### src/core_pkg.sv
// RV32I core package
// Word types, decode enums, bus and pipeline structs, reset vector

package core_pkg;

    typedef logic [31:0] word_t;
    typedef logic [4:0]  reg_addr_t;

    localparam word_t RESET_PC = 32'h0000_0000;

    // Major opcodes of the supported instructions
    typedef enum logic [6:0] {
        OPC_OP_IMM = 7'b0010011,
        OPC_OP     = 7'b0110011,
        OPC_LUI    = 7'b0110111,
        OPC_LOAD   = 7'b0000011,
        OPC_STORE  = 7'b0100011,
        OPC_BRANCH = 7'b1100011,
        OPC_JAL    = 7'b1101111
    } opcode_e;

    typedef enum logic [2:0] {
        ALU_ADD, ALU_SUB, ALU_AND, ALU_OR, ALU_XOR, ALU_PASS_B
    } alu_op_e;

    typedef enum logic [2:0] {
        K_ALU, K_LOAD, K_STORE, K_BRANCH_EQ, K_BRANCH_NE, K_JAL, K_NOP
    } instr_kind_e;

    // ------------------------------------------------------------------
    // Bus structs
    // ------------------------------------------------------------------
    typedef struct packed {
        logic  cyc;
        logic  we;
        word_t adr;
        word_t wdat;
    } wb_req_t;

    typedef struct packed {
        logic  ack;
        word_t rdat;
    } wb_rsp_t;

    // ------------------------------------------------------------------
    // Pipeline structs
    // ------------------------------------------------------------------
    typedef struct packed {
        word_t pc;
        word_t instr;
    } if_id_t;

    typedef struct packed {
        word_t       pc;
        instr_kind_e kind;
        alu_op_e     alu_op;
        word_t       a;
        word_t       b;
        word_t       sdata;
        word_t       imm;
        reg_addr_t   rd;
        logic        we;
    } id_ex_t;

    typedef struct packed {
        instr_kind_e kind;
        word_t       result;
        word_t       sdata;
        reg_addr_t   rd;
        logic        we;
    } ex_mem_t;

endpackage

### src/core_regfile.sv
// Register file
// 31 general registers, x0 reads as zero, two read ports and one
// write port with write-to-read bypass

`timescale 1ns/10ps

module core_regfile (
    input  logic               clk,
    input  logic               rst_i,
    input  core_pkg::reg_addr_t rs1_i,
    input  core_pkg::reg_addr_t rs2_i,
    output core_pkg::word_t     rs1_data_o,
    output core_pkg::word_t     rs2_data_o,
    input  logic               we_i,
    input  core_pkg::reg_addr_t rd_i,
    input  core_pkg::word_t     rd_data_i
);

    core_pkg::word_t regs_q [1:31];

    function automatic core_pkg::word_t read_port(core_pkg::reg_addr_t ra);
        core_pkg::word_t val;
        if (ra == '0) begin
            val = '0;
        end else if (we_i && rd_i == ra) begin
            // Same-cycle write returns the new value
            val = rd_data_i;
        end else begin
            val = regs_q[ra];
        end
        return val;
    endfunction

    always_comb begin
        rs1_data_o = read_port(rs1_i);
        rs2_data_o = read_port(rs2_i);
    end

    always_ff @(posedge clk) begin
        if (rst_i) begin
            for (int i = 1; i < 32; i++) begin
                regs_q[i] <= '0;
            end
        end else if (we_i && rd_i != '0) begin
            regs_q[rd_i] <= rd_data_i;
        end
    end

endmodule

### src/core_if_stage.sv
// Instruction fetch stage
// Holds the PC, reads one instruction per bus cycle and keeps it in a
// one-deep buffer until decode takes it

`timescale 1ns/10ps

module core_if_stage (
    input  logic             clk,
    input  logic             rst_i,
    input  logic             halt_i,
    input  logic             redirect_i,
    input  core_pkg::word_t   redirect_pc_i,
    input  logic             ack_i,
    output logic             valid_o,
    output core_pkg::if_id_t  out_o,
    output core_pkg::wb_req_t ibus_req_o,
    input  core_pkg::wb_rsp_t ibus_rsp_i
);

    typedef enum logic [1:0] {IF_IDLE, IF_WAIT_ACK, IF_HOLD} if_state_e;

    if_state_e       state_q;
    core_pkg::word_t pc_q;
    core_pkg::word_t adr_q;
    core_pkg::word_t fetch_pc;
    logic            cyc_q;
    logic            drop_q;

    // Read-only master
    assign ibus_req_o = '{cyc: cyc_q, we: 1'b0, adr: adr_q, wdat: '0};

    assign fetch_pc = redirect_i ? redirect_pc_i : pc_q;

    always_ff @(posedge clk) begin
        if (rst_i) begin
            state_q <= IF_IDLE;
            pc_q    <= core_pkg::RESET_PC;
            cyc_q   <= 1'b0;
            drop_q  <= 1'b0;
            valid_o <= 1'b0;
        end else begin
            if (redirect_i) begin
                pc_q <= redirect_pc_i;
            end
            case (state_q)
                IF_IDLE: begin
                    if (!halt_i) begin
                        cyc_q   <= 1'b1;
                        adr_q   <= fetch_pc;
                        state_q <= IF_WAIT_ACK;
                    end
                end
                IF_WAIT_ACK: begin
                    // Outstanding read becomes stale on a redirect
                    if (redirect_i) begin
                        drop_q <= 1'b1;
                    end
                    if (ibus_rsp_i.ack) begin
                        cyc_q  <= 1'b0;
                        drop_q <= 1'b0;
                        if (drop_q || redirect_i) begin
                            state_q <= IF_IDLE;
                        end else begin
                            out_o   <= '{pc: adr_q, instr: ibus_rsp_i.rdat};
                            valid_o <= 1'b1;
                            pc_q    <= pc_q + 32'd4;
                            state_q <= IF_HOLD;
                        end
                    end
                end
                IF_HOLD: begin
                    if (redirect_i) begin
                        valid_o <= 1'b0;
                        state_q <= IF_IDLE;
                    end else if (ack_i) begin
                        // Buffer freed, next read goes out straight away
                        valid_o <= 1'b0;
                        cyc_q   <= 1'b1;
                        adr_q   <= pc_q;
                        state_q <= IF_WAIT_ACK;
                    end
                end
                default: state_q <= IF_IDLE;
            endcase
        end
    end

endmodule

### src/core_id_stage.sv
// Instruction decode stage
// Decodes the fetched word, builds the immediate and operand b, and
// stalls on source or destination registers that await write-back

`timescale 1ns/10ps

module core_id_stage (
    input  logic               clk,
    input  logic               rst_i,
    input  logic               halt_i,
    input  logic               flush_i,
    input  logic               valid_i,
    output logic               ack_o,
    input  core_pkg::if_id_t    in_i,
    output core_pkg::reg_addr_t rs1_addr_o,
    output core_pkg::reg_addr_t rs2_addr_o,
    input  core_pkg::word_t     rs1_data_i,
    input  core_pkg::word_t     rs2_data_i,
    input  logic               wb_we_i,
    input  core_pkg::reg_addr_t wb_rd_i,
    output logic               valid_o,
    input  logic               ack_i,
    output core_pkg::id_ex_t    out_o
);

    core_pkg::word_t       ins;
    core_pkg::word_t       imm;
    core_pkg::reg_addr_t   rd;
    core_pkg::instr_kind_e kind;
    core_pkg::alu_op_e     alu_op;
    logic                  use_rs1;
    logic                  use_rs2;
    logic                  use_imm;
    logic                  dec_we;
    logic                  hazard;
    logic                  issue;
    logic [31:0]           pending_q;

    assign ins        = in_i.instr;
    assign rd         = ins[11:7];
    assign rs1_addr_o = ins[19:15];
    assign rs2_addr_o = ins[24:20];

    // ------------------------------------------------------------------
    // Decode
    // ------------------------------------------------------------------
    always_comb begin
        kind    = core_pkg::K_NOP;
        alu_op  = core_pkg::ALU_ADD;
        imm     = {{20{ins[31]}}, ins[31:20]};
        use_rs1 = 1'b0;
        use_rs2 = 1'b0;
        use_imm = 1'b1;
        case (ins[6:0])
            core_pkg::OPC_OP_IMM: begin
                if (ins[14:12] == 3'b000) begin
                    kind    = core_pkg::K_ALU;
                    use_rs1 = 1'b1;
                end
            end
            core_pkg::OPC_OP: begin
                kind    = core_pkg::K_ALU;
                use_rs1 = 1'b1;
                use_rs2 = 1'b1;
                use_imm = 1'b0;
                case (ins[14:12])
                    3'b000:  alu_op = ins[30] ? core_pkg::ALU_SUB : core_pkg::ALU_ADD;
                    3'b111:  alu_op = core_pkg::ALU_AND;
                    3'b110:  alu_op = core_pkg::ALU_OR;
                    3'b100:  alu_op = core_pkg::ALU_XOR;
                    default: kind   = core_pkg::K_NOP;
                endcase
            end
            core_pkg::OPC_LUI: begin
                kind   = core_pkg::K_ALU;
                alu_op = core_pkg::ALU_PASS_B;
                imm    = {ins[31:12], 12'b0};
            end
            core_pkg::OPC_LOAD: begin
                if (ins[14:12] == 3'b010) begin
                    kind    = core_pkg::K_LOAD;
                    use_rs1 = 1'b1;
                end
            end
            core_pkg::OPC_STORE: begin
                if (ins[14:12] == 3'b010) begin
                    kind    = core_pkg::K_STORE;
                    use_rs1 = 1'b1;
                    use_rs2 = 1'b1;
                end
                imm = {{20{ins[31]}}, ins[31:25], ins[11:7]};
            end
            core_pkg::OPC_BRANCH: begin
                if (ins[14:13] == 2'b00) begin
                    kind    = ins[12] ? core_pkg::K_BRANCH_NE : core_pkg::K_BRANCH_EQ;
                    use_rs1 = 1'b1;
                    use_rs2 = 1'b1;
                end
                use_imm = 1'b0;
                imm     = {{19{ins[31]}}, ins[31], ins[7], ins[30:25], ins[11:8], 1'b0};
            end
            core_pkg::OPC_JAL: begin
                kind = core_pkg::K_JAL;
                imm  = {{11{ins[31]}}, ins[31], ins[19:12], ins[20], ins[30:21], 1'b0};
            end
            default: kind = core_pkg::K_NOP;
        endcase
    end

    assign dec_we = (kind == core_pkg::K_ALU || kind == core_pkg::K_LOAD ||
                     kind == core_pkg::K_JAL) && rd != '0;

    // ------------------------------------------------------------------
    // Scoreboard
    // ------------------------------------------------------------------
    function automatic logic busy(core_pkg::reg_addr_t r);
        // A register written back this cycle reads through the bypass
        return pending_q[r] && !(wb_we_i && wb_rd_i == r);
    endfunction

    always_comb begin
        hazard = (use_rs1 && busy(rs1_addr_o)) ||
                 (use_rs2 && busy(rs2_addr_o)) ||
                 (dec_we && busy(rd));
    end

    assign ack_o = !halt_i && !hazard && (!valid_o || ack_i);
    assign issue = valid_i && ack_o && !flush_i;

    always_ff @(posedge clk) begin
        if (rst_i) begin
            pending_q <= '0;
        end else begin
            if (wb_we_i) begin
                pending_q[wb_rd_i] <= 1'b0;
            end
            if (issue && dec_we) begin
                pending_q[rd] <= 1'b1;
            end
        end
    end

    // Output register
    always_ff @(posedge clk) begin
        if (rst_i) begin
            valid_o <= 1'b0;
        end else if (issue) begin
            valid_o <= 1'b1;
        end else if (ack_i) begin
            valid_o <= 1'b0;
        end
    end

    always_ff @(posedge clk) begin
        if (issue) begin
            out_o <= '{pc: in_i.pc, kind: kind, alu_op: alu_op, a: rs1_data_i,
                       b: use_imm ? imm : rs2_data_i, sdata: rs2_data_i,
                       imm: imm, rd: rd, we: dec_we};
        end
    end

endmodule

### src/core_ex_stage.sv
// Execute stage
// ALU, load/store address, JAL link value and branch resolution with
// a redirect to fetch when a branch is taken

`timescale 1ns/10ps

module core_ex_stage (
    input  logic             clk,
    input  logic             rst_i,
    input  logic             halt_i,
    input  logic             valid_i,
    output logic             ack_o,
    input  core_pkg::id_ex_t  in_i,
    output logic             valid_o,
    input  logic             ack_i,
    output core_pkg::ex_mem_t out_o,
    output logic             redirect_o,
    output core_pkg::word_t   redirect_pc_o
);

    core_pkg::word_t alu_res;
    core_pkg::word_t result;
    logic            taken;

    always_comb begin
        case (in_i.alu_op)
            core_pkg::ALU_SUB:    alu_res = in_i.a - in_i.b;
            core_pkg::ALU_AND:    alu_res = in_i.a & in_i.b;
            core_pkg::ALU_OR:     alu_res = in_i.a | in_i.b;
            core_pkg::ALU_XOR:    alu_res = in_i.a ^ in_i.b;
            core_pkg::ALU_PASS_B: alu_res = in_i.b;
            default:              alu_res = in_i.a + in_i.b;
        endcase

        case (in_i.kind)
            core_pkg::K_LOAD, core_pkg::K_STORE: result = in_i.a + in_i.imm;
            core_pkg::K_JAL:                     result = in_i.pc + 32'd4;
            default:                             result = alu_res;
        endcase

        // Operand b carries rs2 for branches
        case (in_i.kind)
            core_pkg::K_BRANCH_EQ: taken = (in_i.a == in_i.b);
            core_pkg::K_BRANCH_NE: taken = (in_i.a != in_i.b);
            core_pkg::K_JAL:       taken = 1'b1;
            default:               taken = 1'b0;
        endcase
    end

    assign ack_o = !halt_i && (!valid_o || ack_i);

    // Redirect in the cycle the branch is taken over
    assign redirect_o    = valid_i && ack_o && taken;
    assign redirect_pc_o = in_i.pc + in_i.imm;

    always_ff @(posedge clk) begin
        if (rst_i) begin
            valid_o <= 1'b0;
        end else if (ack_o) begin
            valid_o <= valid_i;
        end
    end

    always_ff @(posedge clk) begin
        if (valid_i && ack_o) begin
            out_o <= '{kind: in_i.kind, result: result, sdata: in_i.sdata,
                       rd: in_i.rd, we: in_i.we};
        end
    end

endmodule

### src/core_mem_stage.sv
// Memory and write-back stage
// Runs the data bus cycle for LW and SW and writes load data or
// results into the register file

`timescale 1ns/10ps

module core_mem_stage (
    input  logic               clk,
    input  logic               rst_i,
    input  logic               halt_i,
    input  logic               valid_i,
    output logic               ack_o,
    input  core_pkg::ex_mem_t   in_i,
    output core_pkg::wb_req_t   dbus_req_o,
    input  core_pkg::wb_rsp_t   dbus_rsp_i,
    output logic               rf_we_o,
    output core_pkg::reg_addr_t rf_rd_o,
    output core_pkg::word_t     rf_data_o
);

    typedef enum logic {MEM_IDLE, MEM_BUS} mem_state_e;

    mem_state_e state_q;
    logic       take;
    logic       is_mem;
    logic       ld_we_q;

    assign ack_o  = !halt_i && (state_q == MEM_IDLE);
    assign take   = valid_i && ack_o;
    assign is_mem = (in_i.kind == core_pkg::K_LOAD) || (in_i.kind == core_pkg::K_STORE);

    always_ff @(posedge clk) begin
        if (rst_i) begin
            state_q        <= MEM_IDLE;
            dbus_req_o.cyc <= 1'b0;
            rf_we_o        <= 1'b0;
        end else begin
            rf_we_o <= 1'b0;
            case (state_q)
                MEM_IDLE: begin
                    if (take && is_mem) begin
                        dbus_req_o.cyc <= 1'b1;
                        state_q        <= MEM_BUS;
                    end else if (take) begin
                        rf_we_o <= in_i.we;
                    end
                end
                MEM_BUS: begin
                    if (dbus_rsp_i.ack) begin
                        // Stores carry a cleared write enable
                        dbus_req_o.cyc <= 1'b0;
                        rf_we_o        <= ld_we_q;
                        state_q        <= MEM_IDLE;
                    end
                end
                default: state_q <= MEM_IDLE;
            endcase
        end
    end

    // Bus fields and write-back payload
    always_ff @(posedge clk) begin
        if (take) begin
            dbus_req_o.we   <= (in_i.kind == core_pkg::K_STORE);
            dbus_req_o.adr  <= in_i.result;
            dbus_req_o.wdat <= in_i.sdata;
            ld_we_q         <= in_i.we;
            rf_rd_o         <= in_i.rd;
            rf_data_o       <= in_i.result;
        end else if (state_q == MEM_BUS && dbus_rsp_i.ack) begin
            rf_data_o <= dbus_rsp_i.rdat;
        end
    end

endmodule

### src/core_top.sv
// RV32I core top level
// Wires fetch, decode, execute and memory stages to the register file
// and brings out the instruction and data bus ports

`timescale 1ns/10ps

module core_top (
    input  logic             clk,
    input  logic             rst_i,
    input  logic             halt_core_i,
    output core_pkg::wb_req_t ibus_req_o,
    input  core_pkg::wb_rsp_t ibus_rsp_i,
    output core_pkg::wb_req_t dbus_req_o,
    input  core_pkg::wb_rsp_t dbus_rsp_i
);

    // Stage handshakes
    logic                if_valid;
    logic                id_ack;
    core_pkg::if_id_t    if_id;
    logic                id_valid;
    logic                ex_ack;
    core_pkg::id_ex_t    id_ex;
    logic                ex_valid;
    logic                mem_ack;
    core_pkg::ex_mem_t   ex_mem;

    // Taken branch or jump
    logic                redirect;
    core_pkg::word_t     redirect_pc;

    // Register file ports
    core_pkg::reg_addr_t rs1_addr;
    core_pkg::reg_addr_t rs2_addr;
    core_pkg::word_t     rs1_data;
    core_pkg::word_t     rs2_data;
    logic                rf_we;
    core_pkg::reg_addr_t rf_rd;
    core_pkg::word_t     rf_data;

    core_regfile u_regfile (
        .clk        (clk),
        .rst_i      (rst_i),
        .rs1_i      (rs1_addr),
        .rs2_i      (rs2_addr),
        .rs1_data_o (rs1_data),
        .rs2_data_o (rs2_data),
        .we_i       (rf_we),
        .rd_i       (rf_rd),
        .rd_data_i  (rf_data)
    );

    core_if_stage u_if (
        .clk           (clk),
        .rst_i         (rst_i),
        .halt_i        (halt_core_i),
        .redirect_i    (redirect),
        .redirect_pc_i (redirect_pc),
        .ack_i         (id_ack),
        .valid_o       (if_valid),
        .out_o         (if_id),
        .ibus_req_o    (ibus_req_o),
        .ibus_rsp_i    (ibus_rsp_i)
    );

    core_id_stage u_id (
        .clk        (clk),
        .rst_i      (rst_i),
        .halt_i     (halt_core_i),
        .flush_i    (redirect),
        .valid_i    (if_valid),
        .ack_o      (id_ack),
        .in_i       (if_id),
        .rs1_addr_o (rs1_addr),
        .rs2_addr_o (rs2_addr),
        .rs1_data_i (rs1_data),
        .rs2_data_i (rs2_data),
        .wb_we_i    (rf_we),
        .wb_rd_i    (rf_rd),
        .valid_o    (id_valid),
        .ack_i      (ex_ack),
        .out_o      (id_ex)
    );

    core_ex_stage u_ex (
        .clk           (clk),
        .rst_i         (rst_i),
        .halt_i        (halt_core_i),
        .valid_i       (id_valid),
        .ack_o         (ex_ack),
        .in_i          (id_ex),
        .valid_o       (ex_valid),
        .ack_i         (mem_ack),
        .out_o         (ex_mem),
        .redirect_o    (redirect),
        .redirect_pc_o (redirect_pc)
    );

    core_mem_stage u_mem (
        .clk        (clk),
        .rst_i      (rst_i),
        .halt_i     (halt_core_i),
        .valid_i    (ex_valid),
        .ack_o      (mem_ack),
        .in_i       (ex_mem),
        .dbus_req_o (dbus_req_o),
        .dbus_rsp_i (dbus_rsp_i),
        .rf_we_o    (rf_we),
        .rf_rd_o    (rf_rd),
        .rf_data_o  (rf_data)
    );

endmodule

### config.mk
export PLATFORM = sky130hd
export DESIGN_NAME = core_top
export DESIGN_NICKNAME = d
export VERILOG_FILES = /design/src/core_pkg.sv /design/src/core_regfile.sv /design/src/core_if_stage.sv /design/src/core_id_stage.sv /design/src/core_ex_stage.sv /design/src/core_mem_stage.sv /design/src/core_top.sv
export SDC_FILE = /design/constraint.sdc
export NUM_CORES = 2
export LEC_CHECK = 0
export BUFFER_PORTS_ARGS = -buffer_cell sky130_fd_sc_hd__buf_4
export CORE_ASPECT_RATIO = 0.9
export CORE_MARGIN = 2
export CORE_UTILIZATION = 40
export DETAILED_ROUTE_END_ITERATION = 8
export SETUP_SLACK_MARGIN = 0.2
export SYNTH_ARGS = -nofsm -noshare
export SYNTH_HDL_FRONTEND = slang
export SYNTH_SLANG_ARGS = --single-unit
### constraint.sdc
create_clock -name clk -period 9.9 [get_ports clk]
set_clock_uncertainty 0.1 [all_clocks]
set_input_delay 1.98 -clock clk [delete_from_list [all_inputs] [get_ports clk]]
set_output_delay 1.98 -clock clk [all_outputs]
set_load 0.02 [all_outputs]
==> summary.md <==
| Metric | Value |
|---|---|
| Leakage power summed over all cells | `0.03330 uW` |
| Maximum clock frequency | `184.7 MHz` |
| Number of input and output port buffers inserted | `167` |
| Number of buffer and inverter instances along the worst setup path | `3` |
| Switching pwr | `3683 uW` |
| CP Data Required Time | `10.52 ns` |
| Final count of negative-setup-slack endpoints | `0` |
| Kind of path behind the tightest hold check | `reg -> reg` |
| Worst reg2reg path startpoint | `u_id.out_o[87]` |
| Cell taking the most area after synthesis | `edfxtp_1` |
| Clock period minus worst slack | `5.415 ns` |
| WS Path Type | `reg -> reg` |
| Placeable core region | `208900 sq um` |
| Worst-case reg-to-reg path depth | `13` |
| Fraction of power consumed by combinational cells | `8.2%` |
| Flip-flop and latch count after synthesis | `1552` |
| Clk sink count | `1552` |
| Delay of the slowest critical-path stage | `0.78 ns` |
| Smallest hold slack | `0.3170 ns` |
| Number of buffers inserted to repair setup after CTS | `0` |
| Cell with the most instances after synthesis | `edfxtp_1` |
| Total iterations of the first detailed-routing run | `6` |
| Average instance area after synthesis | `14.04 sq um` |
| Initial drt markers | `6934` |
| R2R setup slack | `4.49 ns` |
| Multi-input combinational cell area | `36310 sq um` |
| Share of the yosys chip area belonging to registers | `54.42%` |
| Final worst path period share | `54.70%` |
| Max-cap violations | `0` |
| Number of antenna violations at the first check in global routing | `25` |
| Maximum clock insertion buffer count | `3` |
| Cell chosen for the clock root | `clkbuf_16` |
| Predominant post-synthesis flop cell | `edfxtp_1` |
| Transition time at the pin with the least slew margin | `1.149 ns` |
| Cell chain of the critical path | `inv_1 > ha_1 > or4_4 > nor3_2 > nand4_1 > nor3_2 > mux2i_1 > a211o_1 > buf_4 > nand2_1 > nor2_4 > buf_4 > mux2_2` |
| Fin. max-slew vios | `0` |
| Area growth from synthesis to layout | `11.49%` |
| Design area | `93760 sq um` |
| Post-synthesis cell type count | `90` |
| H-tree lvl count | `4` |
| Final HPWL from detailed placement | `185.1 mm` |
| Switching share of total power | `24.15%` |
| Number of cells traversed by the worst hold path | `0` |
| Detailed-route wire length per cell | `31.03 microns` |
| Final Hold Vio Count | `0` |
| Worst-case hold path end point | `u_id.out_o[164]` |
| Most frequent cells after synthesis | `edfxtp_1 (1468), and2_1 (1008), mux4_2 (668)` |
| Worst Setup Start Kind | `flop` |
| Number of remaining DRC errors | `0` |
| CP arrival | `6.03 ns` |
| Main area contributors after synthesis | `edfxtp_1 (52%), mux4_2 (18%), and2_1 (7.5%)` |
| GPL Wtd Cong | `0.9412` |
| Vias | `53640` |
| Clk pin slew, worst setup/hold paths | `0.07 ns` |
| Number of CTS-inserted buffers | `169` |
| Result of the run | `finished, final reports clean` |
| Overall die area | `213900 sq um` |
| Maximum number of pins on one net before global-route repair | `116` |
| Overall routing resource usage | `25.39%` |
| Cell row count | `159` |
| Maximum fanout along the worst path | `74` |
| Worst setup EP type | `flop` |
| Setup_tns | `0 ns` |
| Relative slew margins | `23.11%` |
| Clk Latency, worst-skew pair | `0.85 ns` |
| Post-route antenna net violation count | `0` |
| Final nets | `6201` |
| Proportion of power drawn by flip-flops and latches | `49.1%` |
| Share of power burned in the clock network | `42.7%` |
| Final-layout fill cell count | `18430` |
| Share of the synthesized area in the top cell type | `52.42%` |
| Post-cts resize count | `0` |
| Die X | `487.3 microns` |
| YS warnings | `0` |
| Peak ir drop on the vdd network | `140.1 uV` |
| Detailed Route WL | `274.9 mm` |
| Congestion Overflow GR | `0` |
| Post-synth EDFFs | `1468` |
| Family of cells with the greatest summed delay on the critical path | `simple AND/OR/NAND/NOR gates` |
| Initial standard-cell utilization of the core | `40.26%` |
| Fraction of registers with async set or reset after synthesis | `0%` |
| Slowest-stage cell, CP | `buf_4` |
| Die extent in y | `439 microns` |
| Post-detailed-placement cell area | `88130 sq um` |
| Hold_sp | `u_if.out_o[56]` |
| Number of global-route vias before repair | `52130` |
| Synthesized cell area | `84100 sq um` |
| Share of layout cells above drive strength 1 | `22.87%` |
| Critical Path Source | `u_id.out_o[87]` |
| Sequential Area | `45800 sq um` |
| Post-Synthesis Cells | `5992` |
| I/O pin total | `201` |
| Clock tree from TritonCTS | `done` |
| Setup repair after global routing missed its margin | `no` |
| Hold_buf cts | `0` |
| Pwr/cell area | `162.7 nW/um^2` |
| Wire length of the first global-routing pass | `389.0 mm` |
| Ratio of routed vias to standard cells | `6.055` |
| Internal Pwr Total | `11570 uW` |
## how the worst max path moves through the flow
stage	slack (ns)	cells past startpoint	to
after global placement	4.26	5	u_regfile.regs_q[31][17]
after global routing	4.23	12	flop
after floorplan	2.07	13	u_id.out_o[0]
after CTS	4.50	13	flop
after detailed placement	4.16	5	u_regfile.regs_q[14][20]
final	4.49	13	flop
## state kept, by name (all words and copies together) (netlist names), named ones only
| signal | count |
|---|---|
| u_ex.valid_o | 1 |
| u_mem.rf_data_o | 32 |
| u_regfile.regs_q | 1024 |
| u_if.adr_q | 32 |
| u_mem.dbus_req_o | 66 |
| u_if.drop_q | 1 |
| u_mem.ld_we_q | 1 |
| u_if.out_o | 64 |
| u_if.valid_o | 1 |
| u_if.cyc_q | 1 |
| u_id.pending_q | 32 |
| u_id.out_o | 172 |
| u_if.state_q | 2 |
| u_if.pc_q | 32 |
| u_mem.state_q | 1 |
| u_ex.out_o | 73 |
| u_mem.rf_rd_o | 5 |
| u_id.valid_o | 1 |
| u_mem.rf_we_o | 1 |
## power groups by stage
stage                     combinational (uW)  sequential, uW  clock [uW]
after global placement                  1230            7620           0
after detailed placement                1230            7630           0
final                                   1250            7490        6510
after CTS                               1230            7490        6590
after global routing                    1290            7510        6840
after floorplan                          786            7560           0
## cells in the final DEF, fill, tap and decap left out, drive strengths merged, types with 16 or more instances in the layout
master,n
edfxtp,1468
mux4,668
nor2,307
dfxtp,84
a21o,66
nor2b,24
nand2,209
or2,36
a31oi,16
a21oi,201
nor3,53
xnor2,85
o211ai,21
o22ai,21
a211oi,115
bufinv,16
xor2,70
and2,1009
clkinv,55
clkbuf,221
nand3,57
inv,127
o21ai,151
o31ai,19
mux2,82
mux2i,84
nand2b,38
and3,28
o21bai,22
ha,159
buf,280
conb,65
nand4,23
a22oi,24
## logic make-up after synthesis
kind of cell | count (synthesis) | share of synthesized area, %
fa+ha+maj | 163 | 2.461
xor+xnor | 155 | 1.614
buf+inv | 653 | 3.103
compound gates | 778 | 6.107
simple gates | 1856 | 12.31
mux | 834 | 19.99
other cells | 1 | 0.004459
flops | 1552 | 54.42
## stage by stage
step                total power [uW]  worst slack (ns)  std cells  util [%]
finish                         15260             4.485       8859     44.89
global route                   15640             4.233       8846     44.87
CTS                            15320             4.500       8846     44.87
detailed placement              8862             4.158       8535     42.19
global placement                8845             4.265       8535     42.19
floorplan                       8348             2.070       6056         -
## cell type report
type                            instances  area share, %
Antenna cell                           13        0.03470
Clock buffer                          221          4.915
Clock inverter                         90          1.052
Inverter                              115         0.4617
Multi-Input combinational cell       3851          38.73
Sequential cell                      1552          48.84
Tap cell                             2737          3.652
Timing Repair Buffer                  280          2.309
## layer usage
| layer | routed length, microns | global-route usage [%] |
|---|---|---|
| met1 | 110600 | 34.49 |
| met2 | 129500 | 40.48 |
| met5 | 32 | 0 |
| met3 | 23330 | 4.848 |
| met4 | 11420 | 9.627 |
Note: power is estimated with default switching activity, not from simulation.
